**src/hdl/noc_router_config.svh**
```systemverilog
// Router sizing for a single 2x2 node; ids LOCAL_BASE..LOCAL_LAST exit port 0, all others port 1
`ifndef NOC_ROUTER_CONFIG_SVH
`define NOC_ROUTER_CONFIG_SVH

// ***************************************************************************
// Network sizing
// ***************************************************************************

// Node id width, eight nodes in the network
`define NOC_NODE_ID_BW 3

// Flit payload width
`define NOC_DATA_BW 16

// Tag field fills what the two ids leave of a head payload
`define NOC_TAG_BW (`NOC_DATA_BW - 2 * `NOC_NODE_ID_BW)

// Inputs and outputs of this router
`define NOC_NUM_PORTS 2

// ***************************************************************************
// Routing range of this router
// ***************************************************************************

// Ids in this range leave through output 0
`define NOC_LOCAL_BASE 0
`define NOC_LOCAL_LAST 3

`endif

```
**src/hdl/noc_router_pkg.sv**
```systemverilog
// Flit and route types; payload is decoded as head view or body view by the flit head mark only
`include "noc_router_config.svh"

package noc_router_pkg;

	// Head flit payload layout, destination in the top bits
	typedef struct packed {
		logic [`NOC_NODE_ID_BW-1:0] dest_id;
		logic [`NOC_NODE_ID_BW-1:0] src_id;
		logic [`NOC_TAG_BW-1:0]     tag;
	} flit_head_t;

	// Body flit payload layout
	typedef struct packed {
		logic [`NOC_DATA_BW-1:0] data;
	} flit_body_t;

	// Same payload word, two readings
	typedef union packed {
		flit_head_t hdr;
		flit_body_t body;
	} flit_payload_u;

	// One link word
	typedef struct packed {
		logic          head;
		logic          tail;
		flit_payload_u payload;
	} flit_t;

	// One-hot output request
	typedef logic [`NOC_NUM_PORTS-1:0] port_sel_t;

	// Local range goes to port 0, everything else to port 1
	// Offset compare keeps the range check unsigned and wrap free
	function automatic port_sel_t route_for_dest(input logic [`NOC_NODE_ID_BW-1:0] dest_id);
		logic [`NOC_NODE_ID_BW-1:0] offs;
		port_sel_t                  sel;
		offs = dest_id - `NOC_NODE_ID_BW'(`NOC_LOCAL_BASE);
		sel = '0;
		if (offs <= `NOC_NODE_ID_BW'(`NOC_LOCAL_LAST - `NOC_LOCAL_BASE))
			sel[0] = 1'b1;
		else
			sel[1] = 1'b1;
		return sel;
	endfunction

endpackage

```
**src/hdl/flit_slice.sv**
```systemverilog
// One-entry valid/ready slice; full throughput needs the sink to take out_flit in the same cycle
`timescale 1ns/1ps

module flit_slice
(
	input  logic                  munoc_port_0,
	input  logic                  munoc_port_4,
	input  noc_router_pkg::flit_t in_flit,
	input  logic                  in_valid,
	output logic                  in_ready,
	output noc_router_pkg::flit_t out_flit,
	output logic                  out_valid,
	input  logic                  out_ready
);

	import noc_router_pkg::*;

	// Occupancy of the single entry
	logic  full;
	// Stored flit behind the full bit
	flit_t data_q;

	// Room when empty or when the sink drains the entry this cycle
	assign in_ready = !full || out_ready;

	// ***********************************************************************
	// Storage
	// ***********************************************************************

	// Full bit follows the input valid on every load
	always_ff @(posedge munoc_port_0 or negedge munoc_port_4)
	begin
		if (!munoc_port_4)
			full <= 1'b0;
		else if (in_ready)
			full <= in_valid;
	end

	// Entry reloads on the same condition
	always_ff @(posedge munoc_port_0)
	begin
		if (in_ready)
			data_q <= in_flit;
	end

	assign out_flit  = data_q;
	assign out_valid = full;

	// A stalled flit must not change or drop before the sink takes it
	a_hold_stable : assert property (
		@(posedge munoc_port_0) disable iff (!munoc_port_4)
		out_valid && !out_ready |=> out_valid && $stable(out_flit)
	);

endmodule

```
**src/hdl/route_input_stage.sv**
```systemverilog
// Input stage for one link; assumes every packet starts with a head flit and ends with a tail
`timescale 1ns/1ps
`include "noc_router_config.svh"

module route_input_stage
(
	input  logic                      munoc_port_0,
	input  logic                      munoc_port_4,
	input  noc_router_pkg::flit_t     link_flit,
	input  logic                      link_valid,
	output logic                      link_ready,
	output noc_router_pkg::flit_t     held_flit,
	output logic                      held_valid,
	input  logic                      held_ready,
	output noc_router_pkg::port_sel_t request
);

	import noc_router_pkg::*;

	// Flit taken from the link this cycle
	logic                       link_accept;
	// Packet boundary state, high while waiting for a head
	logic                       expect_head;
	// Destination of the packet now in flight
	logic [`NOC_NODE_ID_BW-1:0] dest_q;

	// ***********************************************************************
	// Buffering
	// ***********************************************************************

	// One-entry slice gives the single cycle of latency
	flit_slice u_slice
	(
		.munoc_port_0 (munoc_port_0),
		.munoc_port_4 (munoc_port_4),
		.in_flit      (link_flit),
		.in_valid     (link_valid),
		.in_ready     (link_ready),
		.out_flit     (held_flit),
		.out_valid    (held_valid),
		.out_ready    (held_ready)
	);

	assign link_accept = link_valid && link_ready;

	// ***********************************************************************
	// Packet boundary tracking
	// ***********************************************************************

	// Next flit is a head after reset and after every tail
	// Single-flit packets carry both marks and keep the state set
	always_ff @(posedge munoc_port_0 or negedge munoc_port_4)
	begin
		if (!munoc_port_4)
			expect_head <= 1'b1;
		else if (link_accept)
			expect_head <= link_flit.tail;
	end

	// Destination taken from the head view, at the edge the head enters the slice
	always_ff @(posedge munoc_port_0 or negedge munoc_port_4)
	begin
		if (!munoc_port_4)
			dest_q <= '0;
		else if (link_accept && expect_head)
			dest_q <= link_flit.payload.hdr.dest_id;
	end

	// ***********************************************************************
	// Routing
	// ***********************************************************************

	// Same request for all flits of the packet
	// Dropped whenever the slice holds nothing
	assign request = route_for_dest(dest_q) & {`NOC_NUM_PORTS{held_valid}};

	// Head mark must line up with the tracked boundary
	a_head_framing : assert property (
		@(posedge munoc_port_0) disable iff (!munoc_port_4)
		link_accept |-> (link_flit.head == expect_head)
	);

endmodule

```
**config.mk**
```make
export PLATFORM = sky130hd
export DESIGN_NAME = route_input_stage
export DESIGN_NICKNAME = d
export VERILOG_FILES = /design/src/hdl/noc_router_pkg.sv /design/src/hdl/flit_slice.sv /design/src/hdl/route_input_stage.sv
export VERILOG_INCLUDE_DIRS = /design/src /design/src/hdl
export SDC_FILE = /design/constraint.sdc
export NUM_CORES = 1
export LEC_CHECK = 0
export BUFFER_PORTS_ARGS = -buffer_cell sky130_fd_sc_hd__buf_2
export CORE_ASPECT_RATIO = 1.25
export CORE_UTILIZATION = 35
export CTS_CLUSTER_DIAMETER = 50
export DETAILED_ROUTE_END_ITERATION = 16
export GPL_ROUTABILITY_DRIVEN = 0
export PLACE_DENSITY_LB_ADDON = 0.05
export SLEW_MARGIN = 20
export SYNTH_ARGS = -nofsm -noshare
export SYNTH_HDL_FRONTEND = slang
export SYNTH_SLANG_ARGS = --single-unit
```
**constraint.sdc**
```tcl
create_clock -name munoc_port_0 -period 1.3 [get_ports munoc_port_0]
set_input_delay 0 -clock munoc_port_0 [delete_from_list [all_inputs] [get_ports munoc_port_0]]
set_output_delay 0 -clock munoc_port_0 [all_outputs]
set_load 0.005 [all_outputs]
```
## Yosys cells after proc, flatten, opt, wreduce, memory -nomap -nowiden

Index checks and enable logic that the tools add are counted.

| operators by class | value |
|---|---|
| order comparisons | 1 |
| muxes and demuxes | 2 |
| bitwise logic cells | 1 |
| reductions and logical operators | 4 |

Operators with widths:

| operator | number |
|---|---|
| $le A3 B2 Y1 const B | 1 |
| $and A2 B2 Y2 | 1 |
| $logic_and A1 B1 Y1 | 2 |
| $mux W1 | 2 |
| $logic_not A1 Y1 | 1 |
| $logic_or A1 B1 Y1 | 1 |

| word-level totals | value |
|---|---|
| register bits | 23 |
| output and inout port bits | 22 |
| word-level logic and storage cells | 14 |

## Depth between registers and ports, before layout

| depth | value |
|---|---|
| word-level depth | 4 |
| gate-level depth with buffers | 3 |
| depth with buffers taken out | 3 |

## By module

A second synthesis with hierarchy kept.

| second synthesis, totals | value |
|---|---|
| cell total of the unflattened synthesis | 29 |
| area, all modules | 688.2 um^2 |

By module, submodules not included:

| module | times used | cells an instance | area each (um^2) | seq. area each (um^2) |
|---|---|---|---|---|
| flit_slice | 1 | 21 | 588.1 | 565.5 |
| route_input_stage | 1 | 8 | 100.1 | 51.3 |

## Worst setup path after synthesis

Ideal clock, no wire load.

| timing | value |
|---|---|
| path kind | register to register |
| start point | reg u_slice.full, in the netlist u_slice.out_valid |
| end point | reg dest_q[2] |
| library setup time | 125 ps |
| data arrival time | 1121 ps |
| setup slack | 53 ps |
| cell stages (with the launch flop) | 4 |
| period minus slack after synthesis | 1247 ps |
| cell sequence | dfrtp_1 nand2b_4 and3_4 mux2_4 |

| between the ends | value |
|---|---|
| longest elaborated chain between the ends | 4 |

RTL lines:

| element | line | source |
|---|---|---|
| start, declared | flit_slice.sv:19 | `logic full;` |
| start signal, assigned | flit_slice.sv:36 | `full <= in_valid;` |
| $logic_not A1 Y1 | flit_slice.sv:24 | `assign in_ready = !full \|\| out_ready;` |
| $logic_or A1 B1 Y1 | flit_slice.sv:24 |  |
| net link_ready | route_input_stage.sv:11 | `output logic link_ready,` |
| $logic_and A1 B1 Y1 | route_input_stage.sv:44 | `assign link_accept = link_valid && link_ready;` |
| $logic_and A1 B1 Y1 | route_input_stage.sv:65 | `else if (link_accept && expect_head)` |
| end signal, assigned | route_input_stage.sv:66 | `dest_q <= link_flit.payload.hdr.dest_id;` |
| end, declared | route_input_stage.sv:25 | `` logic [`NOC_NODE_ID_BW-1:0] dest_q; `` |

The timed path passes the listed nets, and every way through them passes these cells.
A chain may end at the register's enable or synchronous reset.

## Worst setup path after layout

| timing | value |
|---|---|
| start point | reg u_slice.full, in the netlist u_slice.out_valid |
| end point | out link_ready |

| between the ends | value |
|---|---|
| longest elaborated chain between the ends | 2 |

RTL lines:

| element | line |
|---|---|
| $logic_not A1 Y1 | flit_slice.sv:24 |
| $logic_or A1 B1 Y1 | flit_slice.sv:24 |
| end, declared | route_input_stage.sv:11 |

No other way between the ends.

==> results.yml <==
timing:
  finalCritPeriodShare_pct: 88.15
  drv_slew: 0
  slew_headroom_pct: 90.44
  worst_slew_pin_slew_ns: 0.1434
  hold_viol: 0
  rsz0062_at_grt: "no"
  finalSetupViolations: 0
  tns_ns: 0
  max_freq_ghz: 0.8726
  min_period_ns: 1.146
  hold_ws_ns: 0.1708
  fin_worst_skew_ns: 0.002238
  setup_slack_ns: 0.1540
power:
  ir_drop_v: 0.0006599
  p_per_area_nw_per_um2: 1119
  clock_power_share_pct: 22.8
  swShare_pct: 20.99
  p_switching_w: 0.0002779
  p_int_w: 0.001046
  cellLeakagePower_nw: 0.5339
  pwr-share-seq_pct: 61.7
  power_frac_comb_pct: 15.5
synthesis:
  synth_cell_types: 11
  syn_nets: 51
  synth_cells: 29
  synthesis.area_um2: 691.9
  yosysWarnings: 0
  async_flop_share_pct: 14.29
  yosys.area.top_type: "edfxtp_1"
  syn_avg_cell_area_um2: 23.86
  synth_top_area_share_pct: 78.12
  netlist_top_cells_count: "edfxtp_1 (18), dfrtp_1 (2)"
  synth_most_common_cell: "edfxtp_1"
  ys_top_cells_by_area: "edfxtp_1 (78%), dfrtp_1 (7.2%), dfstp_2 (3.8%)"
  synth_ff_type: "edfxtp_1"
  synth_edf_count: 18
  yosysSeqAreaShare_pct: 89.15
  ys_seq_elements: 21
setup_path:
  start_kind: "flop"
  critPathSlowestCell: "dfrtp_1"
  cp_num_buf_inv: 2
  cp_cell_sequence: "nand2b_4 > buf_4 > buf_2"
  worstPathArrival_ns: 1.15
  cp-end-kind: "output pin"
  cp_slowest_stage_delay_ns: 0.43
  crit_required_ns: 1.30
  crit_type: "reg2out"
  critical_path.top_delay_family: "flip-flops"
  worstPathMaxFanout: 12
cells_and_area:
  multi_input_area_um2: 75.07
  fillers: 139
  diodes: 0
  syn_to_final_growth_pct: 71.07
  layout-drive-gt1-share_pct: 54.55
  seq_area_um2: 616.8
  layout.nets: 122
  design_area_um2: 1184
placed_design:
  io_buffers: 43
  placed_cell_area_um2: 945.9
  dpl.hpwl_um: 848.8
  dp_slack_ns: 0.2094
clock_network:
  cts_setup_buffers: 0
  cts_inserted_buffers: 3
  cts-resized-gates: 0
  h-tree-depth: 1
  clock-sinks: 21
  clk_latency_ns: 0.29
  cts_hold_buf: 20
  cts_buffer_depth: 2
  clockRootBuffer: "clkbuf_4"
  clk_pin_slew_worst_paths_ns: 0.11
  cts_tree: "built"
routing:
  route.met2.wl_um: 654
  drt_iter0_drc: 7
  drc: 0
  vias: 507
  vias_per_cell: 4.297
  drt-total-wl_mm: 1.276
  postRouteAntennaNets: 0
  first_pass_iters: 3
  routedLengthMet1_um: 525
  highest_layer: "met3"
  wire_per_inst_um: 10.81
  dr_wl_met3_um: 95
job:
  max-cap-violations: 0
die:
  ios: 44
  fp.dieH_um: 51.71
  dieArea_um2: 2160
  start_util_pct: 38.27
  fp.dieW_um: 41.77
  core_area_um2: 1808
  rows: 17
global_routing:
  gr-total-overflow: 0
  antenna_found_initial: 0
  grt_pass1_vias: 412
  track_usage_pct: 12.30
  grt_pass1_wl_mm: 1.876
  grt_max_degree: 13
worst_hold_path:
  min_path_type: "in2reg"
outcome:
  status: "finished, final reports clean"
-- layout make-up --
| type | count | share of cell area, % |
|---|---|---|
| Clock buffer | 3 | 1.903 |
| Clock inverter | 1 | 0.4228 |
| Multi-Input combinational cell | 8 | 6.342 |
| Sequential cell | 21 | 52.11 |
| Tap cell | 19 | 2.008 |
| Timing Repair Buffer | 66 | 37.21 |
-- power groups by stage --
stage	combinational, W	clock (W)	sequential (W)
final	0.000205	0.000302	0.000817
after global routing	0.000223	0.000347	0.000823
after CTS	0.000203	0.000314	0.000819
after detailed placement	0.000157	0	0.000834
after global placement	0.000156	0	0.000833
after floorplan	0.0000517	0	0.000838
-- state kept, by name, summed over array words and instances (netlist names) --
register and count:
u_slice.out_flit 18, dest_q 1, expect_head 1, u_slice.out_valid 1
-- final timing paths --
| kind | from | slack, ns | cells after the start | endpoint |
|---|---|---|---|---|
| setup / recovery | u_slice.out_valid | 0.15 | 3 | link_ready |
| hold / removal | held_ready | 0.17 | 4 | expect_head |
| setup reg to reg | expect_head | 0.19 | 2 | dest_q[2] |
| hold reg to reg | dest_q[2] | 0.56 | 1 | dest_q[2] |
| max in group asynchronous | munoc_port_4 | 0.52 | 3 | expect_head |
| min in group asynchronous | munoc_port_4 | 0.59 | 3 | u_slice.out_valid |
-- per-layer routing --
metal  GRT usage, %  vias up
met5              0        -
met4          4.839        0
met3          6.250        0
met2          19.79       25
met1          13.89      232
li1               -      250
-- worst register-to-register path, delay by kind of cell, from the launching register on --
family	cells	cell delay, ns
flops	1	0.54
mux	1	0.29
simple gates	1	0.18
-- layout by cell type, fill, tap and decap left out --
cell and n:
clkinv_2 1, buf_2 43, nand2b_4 1, nand2_1 1, and2_1 1, mux2_2 1
mux2_4 1, dfrtp_1 2, nor2b_1 1, clkbuf_4 3, edfxtp_1 18, or2b_1 1
dfstp_2 1, buf_4 2, and3_4 1, dlygate4sd3_1 21
-- kinds of logic after synthesis --
kind of cell | after synthesis | share of synthesized area, %
AND/OR/NAND/NOR | 6 | 7.053
multiplexers | 2 | 3.797
flip-flops | 21 | 89.15
-- stage by stage --
stage | utilization (%) | instances | power [W]
after global routing | 65.47 | 118 | 0.001394
after global placement | 52.32 | 93 | 0.0009884
after CTS | 64.91 | 117 | 0.001336
after floorplan | - | 29 | 0.0008901
final | 65.47 | 118 | 0.001324
after detailed placement | 52.32 | 93 | 0.0009909
(Power assumes the default switching activity.)
